--- src/lsu_bus_pkg.sv ---
/*
 * Widths and vector types of the data bus and byte addresses.
 * Imported by the alignment units, the sequencer and the top level.
 */

`default_nettype none

package lsu_bus_pkg;

  // byte addresses and data words of the bus
  localparam int unsigned ADDR_W    = 32;
  localparam int unsigned DATA_W    = 32;
  // one enable per byte lane
  localparam int unsigned NUM_BYTES = DATA_W / 8;

  typedef logic [ADDR_W-1:0]    addr_t;
  typedef logic [DATA_W-1:0]    word_t;
  typedef logic [NUM_BYTES-1:0] be_t;

  // byte position inside one word
  typedef logic [$clog2(NUM_BYTES)-1:0] offset_t;

endpackage

`default_nettype wire

--- src/lsu_ctrl_pkg.sv ---
/*
 * Access-size encoding from the execute stage and the states of the
 * access sequencer.
 */

`default_nettype none

package lsu_ctrl_pkg;

  // access size as decoded by the core
  // both byte codes select a single byte
  typedef enum logic [1:0] {
    LSU_WORD     = 2'b00,
    LSU_HALF     = 2'b01,
    LSU_BYTE     = 2'b10,
    LSU_BYTE_ALT = 2'b11
  } lsu_type_e;

  // sequencer states
  // the MIS states belong to an access split in two bus requests
  typedef enum logic [2:0] {
    LS_IDLE,
    LS_WAIT_GNT_MIS,
    LS_WAIT_RVALID_MIS,
    LS_WAIT_GNT,
    LS_WAIT_RVALID_MIS_GNTS_DONE
  } ls_fsm_e;

endpackage

`default_nettype wire

--- src/lsu_ctrl_fsm.sv ---
/*
 * Access sequencer of the load/store unit. Issues one or two word-aligned
 * bus requests per access, asks the core for the next word address, tracks
 * bus errors and the last address, and drives the response outputs.
 */

`default_nettype none

module lsu_ctrl_fsm (
  input  logic               clk_i,
  input  logic               rst_n_i,
  input  logic               lsu_req_i,
  input  logic               lsu_we_i,
  input  logic               split_i,
  input  lsu_bus_pkg::addr_t data_addr_i,
  input  lsu_bus_pkg::addr_t data_addr_aligned_i,
  input  logic               data_gnt_i,
  input  logic               data_rvalid_i,
  input  logic               data_err_i,

  output logic               data_req_o,
  output logic               addr_incr_req_o,
  output logic               second_part_o,
  output logic               ctrl_update_o,
  output logic               rdata_update_o,
  output lsu_bus_pkg::addr_t addr_last_o,
  output logic               lsu_req_done_o,
  output logic               lsu_resp_valid_o,
  output logic               lsu_rdata_valid_o,
  output logic               load_err_o,
  output logic               store_err_o,
  output logic               busy_o
);

  import lsu_bus_pkg::*;
  import lsu_ctrl_pkg::*;

  ls_fsm_e ls_fsm_cs, ls_fsm_ns;

  // set from first grant of a split access until its second grant
  logic    handle_mis_q, handle_mis_d;
  // first half of a split access saw a bus error
  logic    lsu_err_q, lsu_err_d;
  logic    we_q;
  logic    addr_update;
  addr_t   addr_last_q, addr_last_d;
  logic    err_any;

  ////////////////////////////////////////////////////////////////////////////
  // sequencer
  ////////////////////////////////////////////////////////////////////////////

  always_comb begin
    ls_fsm_ns       = ls_fsm_cs;
    handle_mis_d    = handle_mis_q;
    lsu_err_d       = lsu_err_q;
    data_req_o      = 1'b0;
    addr_incr_req_o = 1'b0;
    addr_update     = 1'b0;
    ctrl_update_o   = 1'b0;
    rdata_update_o  = 1'b0;

    unique case (ls_fsm_cs)
      LS_IDLE: begin
        if (lsu_req_i) begin
          data_req_o = 1'b1;
          lsu_err_d  = 1'b0;
          if (data_gnt_i) begin
            ctrl_update_o = 1'b1;
            addr_update   = 1'b1;
            handle_mis_d  = split_i;
            ls_fsm_ns     = split_i ? LS_WAIT_RVALID_MIS : LS_IDLE;
          end else begin
            ls_fsm_ns     = split_i ? LS_WAIT_GNT_MIS : LS_WAIT_GNT;
          end
        end
      end

      // first half of a split access still waiting for its grant
      LS_WAIT_GNT_MIS: begin
        data_req_o = 1'b1;
        if (data_gnt_i) begin
          ctrl_update_o = 1'b1;
          addr_update   = 1'b1;
          handle_mis_d  = 1'b1;
          ls_fsm_ns     = LS_WAIT_RVALID_MIS;
        end
      end

      // second request goes out while the first response is pending
      // core holds first address plus 4 meanwhile
      LS_WAIT_RVALID_MIS: begin
        data_req_o      = 1'b1;
        addr_incr_req_o = 1'b1;
        if (data_rvalid_i) begin
          lsu_err_d      = data_err_i;
          rdata_update_o = ~we_q;
          // keep the first failing address
          addr_update    = data_gnt_i & ~data_err_i;
          handle_mis_d   = ~data_gnt_i;
          ls_fsm_ns      = data_gnt_i ? LS_IDLE : LS_WAIT_GNT;
        end else if (data_gnt_i) begin
          handle_mis_d = 1'b0;
          ls_fsm_ns    = LS_WAIT_RVALID_MIS_GNTS_DONE;
        end
      end

      // single request, or second half of a split one, waiting for grant
      LS_WAIT_GNT: begin
        data_req_o      = 1'b1;
        addr_incr_req_o = handle_mis_q;
        if (data_gnt_i) begin
          // attributes of a split access were taken at its first grant
          ctrl_update_o = ~handle_mis_q;
          addr_update   = ~lsu_err_q;
          handle_mis_d  = 1'b0;
          ls_fsm_ns     = LS_IDLE;
        end
      end

      // both grants seen, first response outstanding
      LS_WAIT_RVALID_MIS_GNTS_DONE: begin
        addr_incr_req_o = 1'b1;
        if (data_rvalid_i) begin
          lsu_err_d      = data_err_i;
          rdata_update_o = ~we_q;
          addr_update    = ~data_err_i;
          ls_fsm_ns      = LS_IDLE;
        end
      end

      default: begin
        ls_fsm_ns = LS_IDLE;
      end
    endcase
  end

  always_ff @(posedge clk_i or negedge rst_n_i) begin
    if (!rst_n_i) begin
      ls_fsm_cs    <= LS_IDLE;
      handle_mis_q <= 1'b0;
      lsu_err_q    <= 1'b0;
    end else begin
      ls_fsm_cs    <= ls_fsm_ns;
      handle_mis_q <= handle_mis_d;
      lsu_err_q    <= lsu_err_d;
    end
  end

  // load or store, decides which error output fires
  always_ff @(posedge clk_i or negedge rst_n_i) begin
    if (!rst_n_i) begin
      we_q <= 1'b0;
    end else if (ctrl_update_o) begin
      we_q <= lsu_we_i;
    end
  end

  ////////////////////////////////////////////////////////////////////////////
  // last address for the trap value
  ////////////////////////////////////////////////////////////////////////////

  // second half reports its word-aligned address
  assign addr_last_d = addr_incr_req_o ? data_addr_aligned_i : data_addr_i;

  always_ff @(posedge clk_i or negedge rst_n_i) begin
    if (!rst_n_i) begin
      addr_last_q <= '0;
    end else if (addr_update) begin
      addr_last_q <= addr_last_d;
    end
  end

  assign addr_last_o = addr_last_q;

  ////////////////////////////////////////////////////////////////////////////
  // outputs
  ////////////////////////////////////////////////////////////////////////////

  assign second_part_o  = handle_mis_q;
  assign lsu_req_done_o = (lsu_req_i | (ls_fsm_cs != LS_IDLE)) & (ls_fsm_ns == LS_IDLE);

  // final response always arrives back in idle
  assign err_any           = lsu_err_q | data_err_i;
  assign lsu_resp_valid_o  = data_rvalid_i & (ls_fsm_cs == LS_IDLE);
  assign lsu_rdata_valid_o = lsu_resp_valid_o & ~err_any & ~we_q;
  assign load_err_o        = lsu_resp_valid_o & err_any & ~we_q;
  assign store_err_o       = lsu_resp_valid_o & err_any & we_q;
  assign busy_o            = (ls_fsm_cs != LS_IDLE);

endmodule

`default_nettype wire

--- src/lsu_rdata_align.sv ---
/*
 * Load result path. Keeps the first word of a split load, realigns the
 * bytes of the addressed value and zero- or sign-extends it. The result is
 * combinational on the bus read data, valid with the response.
 */

`default_nettype none

module lsu_rdata_align (
  input  logic                    clk_i,
  input  logic                    rst_n_i,
  input  logic                    ctrl_update_i,
  input  logic                    rdata_update_i,
  input  lsu_bus_pkg::offset_t    offset_i,
  input  lsu_ctrl_pkg::lsu_type_e lsu_type_i,
  input  logic                    lsu_sign_ext_i,
  input  lsu_bus_pkg::word_t      data_rdata_i,

  output lsu_bus_pkg::word_t      lsu_rdata_o
);

  import lsu_bus_pkg::*;
  import lsu_ctrl_pkg::*;

  // access attributes held until the last response
  offset_t             offset_q;
  lsu_type_e           type_q;
  logic                sign_ext_q;
  // upper three bytes of the first word of a split load
  logic [DATA_W-1:8]   rdata_hi_q;

  word_t               word_w;
  word_t               shifted_w;
  logic [15:0]         half_w;
  logic [7:0]          byte_w;

  always_ff @(posedge clk_i or negedge rst_n_i) begin
    if (!rst_n_i) begin
      offset_q   <= '0;
      type_q     <= LSU_WORD;
      sign_ext_q <= 1'b0;
    end else if (ctrl_update_i) begin
      offset_q   <= offset_i;
      type_q     <= lsu_type_i;
      sign_ext_q <= lsu_sign_ext_i;
    end
  end

  always_ff @(posedge clk_i) begin
    if (rdata_update_i) begin
      rdata_hi_q <= data_rdata_i[DATA_W-1:8];
    end
  end

  ////////////////////////////////////////////////////////////////////////////
  // realignment
  ////////////////////////////////////////////////////////////////////////////

  // low bytes from the first word, high bytes from the current one
  always_comb begin
    unique case (offset_q)
      2'd1:    word_w = {data_rdata_i[7:0], rdata_hi_q[31:8]};
      2'd2:    word_w = {data_rdata_i[15:0], rdata_hi_q[31:16]};
      2'd3:    word_w = {data_rdata_i[23:0], rdata_hi_q[31:24]};
      default: word_w = data_rdata_i;
    endcase
  end

  // addressed byte moved down to lane 0
  assign shifted_w = data_rdata_i >> {offset_q, 3'b000};

  // halfword at offset 3 straddles both words
  assign half_w = (offset_q == 2'd3) ? word_w[15:0] : shifted_w[15:0];
  assign byte_w = shifted_w[7:0];

  ////////////////////////////////////////////////////////////////////////////
  // extension
  ////////////////////////////////////////////////////////////////////////////

  always_comb begin
    unique case (type_q)
      LSU_WORD:               lsu_rdata_o = word_w;
      LSU_HALF:               lsu_rdata_o = {{16{sign_ext_q & half_w[15]}}, half_w};
      LSU_BYTE, LSU_BYTE_ALT: lsu_rdata_o = {{24{sign_ext_q & byte_w[7]}}, byte_w};
      default:                lsu_rdata_o = word_w;
    endcase
  end

endmodule

`default_nettype wire

--- src/lsu_req_align.sv ---
/*
 * Request side of the load/store unit. Builds byte enables, rotates store
 * data onto its byte lanes, word-aligns the bus address and flags accesses
 * that must be split in two bus requests.
 */

`default_nettype none

module lsu_req_align (
  input  lsu_bus_pkg::addr_t     adder_result_ex_i,
  input  lsu_ctrl_pkg::lsu_type_e lsu_type_i,
  input  lsu_bus_pkg::word_t     lsu_wdata_i,
  input  logic                   second_part_i,

  output lsu_bus_pkg::be_t       data_be_o,
  output lsu_bus_pkg::word_t     data_wdata_o,
  output lsu_bus_pkg::addr_t     data_addr_aligned_o,
  output logic                   split_o,
  output lsu_bus_pkg::offset_t   offset_o
);

  import lsu_bus_pkg::*;
  import lsu_ctrl_pkg::*;

  offset_t                 offset;
  // lanes touched by the access if it started at offset 0
  be_t                     be_base;
  // enables over two words, low half first request, high half second
  logic [2*NUM_BYTES-1:0]  be_wide;
  // store data doubled up so a shift gives the rotation
  logic [2*DATA_W-1:0]     wdata_wide;

  assign offset = offset_t'(adder_result_ex_i);

  ////////////////////////////////////////////////////////////////////////////
  // byte enables
  ////////////////////////////////////////////////////////////////////////////

  always_comb begin
    unique case (lsu_type_i)
      LSU_WORD:               be_base = 4'b1111;
      LSU_HALF:               be_base = 4'b0011;
      LSU_BYTE, LSU_BYTE_ALT: be_base = 4'b0001;
      default:                be_base = 4'b1111;
    endcase
  end

  // lanes that run past the word end land in the upper half
  assign be_wide   = {{NUM_BYTES{1'b0}}, be_base} << offset;
  assign data_be_o = second_part_i ? be_wide[2*NUM_BYTES-1:NUM_BYTES]
                                   : be_wide[NUM_BYTES-1:0];

  ////////////////////////////////////////////////////////////////////////////
  // write data rotation
  ////////////////////////////////////////////////////////////////////////////

  // rotate left by offset bytes
  // same word serves both halves of a split store
  assign wdata_wide   = {lsu_wdata_i, lsu_wdata_i} << {offset, 3'b000};
  assign data_wdata_o = wdata_wide[2*DATA_W-1:DATA_W];

  ////////////////////////////////////////////////////////////////////////////
  // address and split detection
  ////////////////////////////////////////////////////////////////////////////

  assign data_addr_aligned_o = adder_result_ex_i & ~addr_t'(NUM_BYTES - 1);
  assign offset_o            = offset;

  // word at any nonzero offset, halfword crossing into the next word
  assign split_o = ((lsu_type_i == LSU_WORD) && (offset != 2'd0)) ||
                   ((lsu_type_i == LSU_HALF) && (offset == 2'd3));

endmodule

`default_nettype wire

--- src/lsu_top.sv ---
/*
 * Load/store unit top level. Connects the request aligner, the load
 * result aligner and the access sequencer to the core and data bus ports.
 */

`default_nettype none

module lsu_top (
  input  logic                    clk_i,
  input  logic                    rst_n_i,

  // execute stage
  input  logic                    lsu_req_i,
  input  logic                    lsu_we_i,
  input  lsu_ctrl_pkg::lsu_type_e lsu_type_i,
  input  lsu_bus_pkg::word_t      lsu_wdata_i,
  input  logic                    lsu_sign_ext_i,
  input  lsu_bus_pkg::addr_t      adder_result_ex_i,
  output lsu_bus_pkg::word_t      lsu_rdata_o,
  output logic                    lsu_rdata_valid_o,
  output logic                    addr_incr_req_o,
  output lsu_bus_pkg::addr_t      addr_last_o,
  output logic                    lsu_req_done_o,
  output logic                    lsu_resp_valid_o,
  output logic                    load_err_o,
  output logic                    store_err_o,
  output logic                    busy_o,

  // data bus
  output logic                    data_req_o,
  input  logic                    data_gnt_i,
  input  logic                    data_rvalid_i,
  input  logic                    data_err_i,
  output lsu_bus_pkg::addr_t      data_addr_o,
  output logic                    data_we_o,
  output lsu_bus_pkg::be_t        data_be_o,
  output lsu_bus_pkg::word_t      data_wdata_o,
  input  lsu_bus_pkg::word_t      data_rdata_i
);

  import lsu_bus_pkg::*;

  addr_t   data_addr_aligned;
  offset_t offset;
  logic    split;
  logic    second_part;
  logic    ctrl_update;
  logic    rdata_update;

  // bus address is always the word-aligned one
  assign data_addr_o = data_addr_aligned;
  assign data_we_o   = lsu_we_i;

  lsu_req_align lsu_req_align_inst (
    .adder_result_ex_i   (adder_result_ex_i),
    .lsu_type_i          (lsu_type_i),
    .lsu_wdata_i         (lsu_wdata_i),
    .second_part_i       (second_part),
    .data_be_o           (data_be_o),
    .data_wdata_o        (data_wdata_o),
    .data_addr_aligned_o (data_addr_aligned),
    .split_o             (split),
    .offset_o            (offset)
  );

  lsu_rdata_align lsu_rdata_align_inst (
    .clk_i          (clk_i),
    .rst_n_i        (rst_n_i),
    .ctrl_update_i  (ctrl_update),
    .rdata_update_i (rdata_update),
    .offset_i       (offset),
    .lsu_type_i     (lsu_type_i),
    .lsu_sign_ext_i (lsu_sign_ext_i),
    .data_rdata_i   (data_rdata_i),
    .lsu_rdata_o    (lsu_rdata_o)
  );

  lsu_ctrl_fsm lsu_ctrl_fsm_inst (
    .clk_i               (clk_i),
    .rst_n_i             (rst_n_i),
    .lsu_req_i           (lsu_req_i),
    .lsu_we_i            (lsu_we_i),
    .split_i             (split),
    .data_addr_i         (adder_result_ex_i),
    .data_addr_aligned_i (data_addr_aligned),
    .data_gnt_i          (data_gnt_i),
    .data_rvalid_i       (data_rvalid_i),
    .data_err_i          (data_err_i),
    .data_req_o          (data_req_o),
    .addr_incr_req_o     (addr_incr_req_o),
    .second_part_o       (second_part),
    .ctrl_update_o       (ctrl_update),
    .rdata_update_o      (rdata_update),
    .addr_last_o         (addr_last_o),
    .lsu_req_done_o      (lsu_req_done_o),
    .lsu_resp_valid_o    (lsu_resp_valid_o),
    .lsu_rdata_valid_o   (lsu_rdata_valid_o),
    .load_err_o          (load_err_o),
    .store_err_o         (store_err_o),
    .busy_o              (busy_o)
  );

endmodule

`default_nettype wire

--- config.mk ---
export PLATFORM = sky130hd
export DESIGN_NAME = lsu_top
export DESIGN_NICKNAME = d
export VERILOG_FILES = /design/src/lsu_bus_pkg.sv /design/src/lsu_ctrl_pkg.sv /design/src/lsu_ctrl_fsm.sv /design/src/lsu_rdata_align.sv /design/src/lsu_req_align.sv /design/src/lsu_top.sv
export SDC_FILE = /design/constraint.sdc
export NUM_CORES = 1
export LEC_CHECK = 0
export ABC_AREA = 1
export BUFFER_PORTS_ARGS = -buffer_cell sky130_fd_sc_hd__buf_2
export CAP_MARGIN = 15
export CORE_MARGIN = 5
export CORE_UTILIZATION = 48
export CTS_CLUSTER_DIAMETER = 150
export DETAILED_ROUTE_END_ITERATION = 8
export PLACE_DENSITY_LB_ADDON = 0.08
export SKIP_LAST_GASP = 1
export SLEW_MARGIN = 25
export SYNTH_ARGS = -nofsm -noshare
export SYNTH_HDL_FRONTEND = slang
export SYNTH_SLANG_ARGS = --single-unit
--- constraint.sdc ---
create_clock -name clk_i -period 3.67 [get_ports clk_i]
set_clock_uncertainty 0.2 [all_clocks]
set_input_delay 0.9175 -clock clk_i [delete_from_list [all_inputs] [get_ports clk_i]]
set_output_delay 0.9175 -clock clk_i [all_outputs]
set_load 0.01 [all_outputs]
After elaboration in Yosys (flattened, before gate mapping):

Index checks and enable logic that the tools add are counted.

* shifts and indexed selects: 3
* reduce and logical (&&, ||, !) cells: 17
* equal/unequal tests: 18
* multiplexer cells: 39
* bitwise logic cells: 18

Operators by type and width (number)
* $pmux 32 s3: 2
* $shl 64x5->64: 1
* $shr 32x5->16: 1
* $mux 3: 7
* $mux 1: 16
* $mux 16: 1
* $pmux 3 s5: 1
* $eq 2x2->1 const B: 7
* $pmux 4 s3: 1
* $and 1x1->1: 10
* $mux 2: 4
* $shl 4x2->8: 1
* $eq 2x1->1 const B: 3
* $eq 3x2->1 const B: 2
* $logic_not 3->1: 2
* $ne 2x2->1 const B: 3
* $not 1->1: 6
* $pmux 1 s2: 3
* $reduce_or 2->1: 3
* $pmux 1 s5: 1
* $logic_not 2->1: 2
* $mux 4: 1
* $pmux 1 s4: 1
* $reduce_and 4->1: 1
* other kinds (12): 15

* output and inout port bits: 141
* input bits: 106
* word-level logic and storage cells: 104
* bits in registers: 67

Depth between registers and ports, before layout:

* depth in word-level cells: 9
* gate-level depth with buffers: 11

Cells and area by module:

From an unflattened synthesis, not the netlist that was laid out.

* cells, all modules: 951
* area total of the unflattened synthesis: 6018.3 um^2

Modules (own cells, without submodules)
* lsu_rdata_align: instances 1, cells each 364, area an instance 2468.6 um^2
* lsu_ctrl_fsm: instances 1, cells each 336, area an instance 2317.2 um^2
* lsu_req_align: instances 1, cells each 250, area an instance 1224.9 um^2
* lsu_top: instances 1, cells each 1, area an instance 7.5 um^2

Worst setup path before layout:

OpenSTA, ideal clock, no wires.

* kind: input port to output port
* start: input adder_result_ex_i[0]
* end: output data_wdata_o[22]
* required time: 2553 ps
* cell stages on the path: 6
* arrival: 1811 ps
* slack: 741 ps
* cell sequence: buf_2 -> buf_2 -> mux2i_1 -> inv_1 -> nand2_1 -> o21ai_0

* longest elaborated chain between the ends: 1

RTL lines
* start, declared: RTL line lsu_top.sv:18 `input lsu_bus_pkg::addr_t adder_result_ex_i,`
* $shl 64x5->64: RTL line lsu_req_align.sv:59 `assign wdata_wide = {lsu_wdata_i, lsu_wdata_i} << {offset, 3'b000};`
* end, declared: RTL line lsu_top.sv:37 `output lsu_bus_pkg::word_t data_wdata_o,`

Every way passes these cells.

Worst setup path after layout:

* start: register lsu_rdata_align_inst.offset_q[0]
* end: output lsu_rdata_o[3]

* longest elaborated chain between the ends: 4

RTL lines
* start, declared: RTL line lsu_rdata_align.sv:26 `offset_t offset_q;`
* start signal, assigned: RTL line lsu_rdata_align.sv:43 `offset_q <= offset_i;`
* parallel branches: the longest is 3 deep, another holds $shr 32x5->16
* $pmux 32 s3 (*): RTL line lsu_rdata_align.sv:81 `unique case (type_q)`
* end, declared: RTL line lsu_top.sv:19 `output lsu_bus_pkg::word_t lsu_rdata_o,`

Every way passes the cells marked *.

==> reports/metrics.yaml <==
required_ns: 2.55
grt_first_pass_wirelength_um: 26520
vias: 6083
crit_type: "reg2out"
rsz0062_at_grt: "false"
grt_max_degree: 44
drt_first_pass_iters: 7
max_freq_ghz: 0.2929
hold_violations: 0
cp-end-kind: "output port"
synth_common_cells: "237 x nand2_1, 106 x o21ai_0, 72 x inv_1"
wire_per_inst_um: 15.47
cts_sinks: 67
cts_buffers: 9
worst_pin_slew_ns: 0.7926
synth_cell_types: 33
synth_top_cell_by_area: "dfrtp_1"
power_density_nw_per_um2: 770.7
setup_tns_ns: 0
cp_max_fo: 14
pwr-share-clk: 0.126
critPathArrivalTime_ns: 2.30
final_cells: 1115
yosysMostFrequentCell: "nand2_1"
vdd_ir_drop_max_v: 0.0004192
die_w_um: 115.4
hp-class: "reg2reg"
boundaryPins: 247
clk_pin_slew_ns: 0.09
cts_buffer_depth: 2
drc: 0
synth-warning-count: 0
syn_area_um2: 5334
drv_cap: 0
antenna_found_initial: 0
placed_area_um2: 6346
h-tree-depth: 3
grt_util_all_layers: 0.2465
min_period_ns: 3.414
worstSetupStartpointType: "flop"
seqPwrFrac: 0.250
crit_slowest_cell: "dfrtp_2"
fin_crit_sh: 0.9302
clk_latency_ns: 0.35
die_h_um: 115.4
crit_chain: "inv_2 > nand2_2 > inv_1 > nand2_1 > nand2_1 > a21oi_1 > o21ai_0 > buf_2"
first_iter_violations: 644
power_leakage_uw: 0.003652
fillers: 1046
vias_per_cell: 5.456
num_rows: 38
synthArstFlopShare: 0.6418
start_util: 0.4899
io_buffers: 244
synth_top_flop_cell: "dfrtp_1"
p_comb_frac: 0.625
cts_tree: "yes"
postRouteAntennaNets: 0
dieArea_um2: 13320
cp_slowest_stage_delay_ns: 0.53
post-place-ws_ns: 0.4732
overflow: 0
grt_pass1_vias: 5538
drive_gt1_frac: 0.2988
min_path_cells: 2
place.detailed.hpwl_um: 12870
slew_headroom: 0.4703
cts-root-buf: "clkbuf_8"
dp.cells: 1098
gp_congestion: 0.9294
final_util: 0.6017
cts_setup_buffers: 0
p_sw_frac: 0.5073
ys_seq_area_frac: 0.3369
final.setup.worst_slack_ns: 0.2560
final_cell_area_um2: 6551
yosysTopAreaCellShare: 0.2017
wl_um: 17250
synth_area_leaders: "dfrtp_1 20%, nand2_1 17%, edfxtp_1 14%, o21ai_0 9.9%, mux2i_1 6.0%"
synth_edf_count: 24
core_area_um2: 10890
crit_top_cell: "nand2_1"
internal-power_uw: 2488
finalMaxSlewViolations: 0
p_sw_uw: 2561
ys_ff_latch: 67
synthCells: 779
synth.avg_cell_area_um2: 6.847
nets: 1075
outcome: "complete, no violations"
setup_viol: 0
layout-area-overhead-vs-synth_pct: 22.82
ff2ff_path_depth: 7
[routing by layer]
layer	global-route usage	share of wire	up-vias	wire, um
li1	-	-	2941	-
met1	0.3142	0.38	2712	6553
met2	0.4117	0.48	383	8304
met3	0.05535	0.12	47	2019
met4	0.08920	0.021	0	367
met5	0	0	-	0
[path summary, 6_finish.rpt]
| kind | start | slack [ns] | endpoint |
|---|---|---|---|
| setup reg to reg | lsu_ctrl_fsm_inst.ls_fsm_cs[1] | 1.29 | lsu_ctrl_fsm_inst.addr_last_o[19] |
| max in group asynchronous | rst_n_i | 2.50 | lsu_rdata_align_inst.offset_q[0] |
| hold reg to reg | lsu_ctrl_fsm_inst.addr_last_o[2] | 0.31 | lsu_ctrl_fsm_inst.addr_last_o[2] |
| hold / removal | lsu_ctrl_fsm_inst.addr_last_o[2] | 0.31 | lsu_ctrl_fsm_inst.addr_last_o[2] |
| setup / recovery | lsu_rdata_align_inst.offset_q[0] | 0.26 | lsu_rdata_o[3] |
| min in group asynchronous | rst_n_i | 0.35 | lsu_ctrl_fsm_inst.addr_last_o[29] |
[kinds of logic after synthesis]
logic type | after synthesis | share of synthesized area
AND/OR/NAND/NOR | 352 | 0.2820
AO/OA/AOI/OAI | 170 | 0.1717
buffers and inverters | 157 | 0.1487
flip-flops | 67 | 0.3369
multiplexers | 32 | 0.06005
other | 1 | 0.0007031
[cell type report]
type	instances	area [um2]	area share
diodes	1	2.502	0.0003820
clock buffers	9	123.9	0.01891
clock inverters	7	75.07	0.01146
well taps	140	175.2	0.02674
repair buffers	257	1334	0.2036
inverters	78	292.8	0.04469
multi-input cells	556	2750	0.4198
flip-flops and latches	67	1798	0.2744
[registers in the layout (all words and copies together) (netlist names)]
register / count
lsu_ctrl_fsm_inst.addr_last_o: 32
lsu_ctrl_fsm_inst.ls_fsm_cs: 3
lsu_ctrl_fsm_inst.lsu_err_q: 1
lsu_ctrl_fsm_inst.second_part_o: 1
lsu_ctrl_fsm_inst.we_q: 1
lsu_rdata_align_inst.offset_q: 2
lsu_rdata_align_inst.rdata_hi_q: 24
lsu_rdata_align_inst.sign_ext_q: 1
lsu_rdata_align_inst.type_q: 2
[critical path: cells and delay by family (launching register included)]
family / cells / cell delay, ns
AOI/OAI and AO/OA: 2 / 0.32
buffers and inverters: 3 / 0.85
DFF: 1 / 0.53
and+or+nand+nor: 3 / 0.26
[per-stage QoR]
step                      total power (uW)  hold WS [ns]
after global routing                  5473        0.3394
after floorplan                       3322        0.2896
final                                 5049        0.3119
after CTS                             5042        0.3134
after global placement                4339        0.2868
after detailed placement              4389        0.2900
[placed cells by master, fill, tap and decap left out, types with 11 or more instances in the layout]
cell,n
dfrtp_1,42
edfxtp_1,24
nand4_1,12
buf_2,243
nand3_1,54
mux2i_1,32
o21ai_0,106
a21oi_1,23
inv_1,72
nor2_1,32
o22ai_1,22
buf_4,13
nand2_1,237
o211ai_1,11
[power by group through the flow]
| stage | logic, uW | clock network, uW | registers (uW) |
|---|---|---|---|
| floorplan | 2040 | 0 | 1280 |
| global placement | 3080 | 0 | 1260 |
| detailed placement | 3120 | 0 | 1270 |
| CTS | 3130 | 656 | 1260 |
| global route | 3490 | 684 | 1300 |
| finish | 3150 | 636 | 1260 |
[what timing repair did]
action | 4_1_cts | 5_1_grt
hold buffers | 0 | 0
endpoints found under the setup margin | 0 | 16
gates resized for setup | 0 | 1
(Power assumes the default switching activity.)
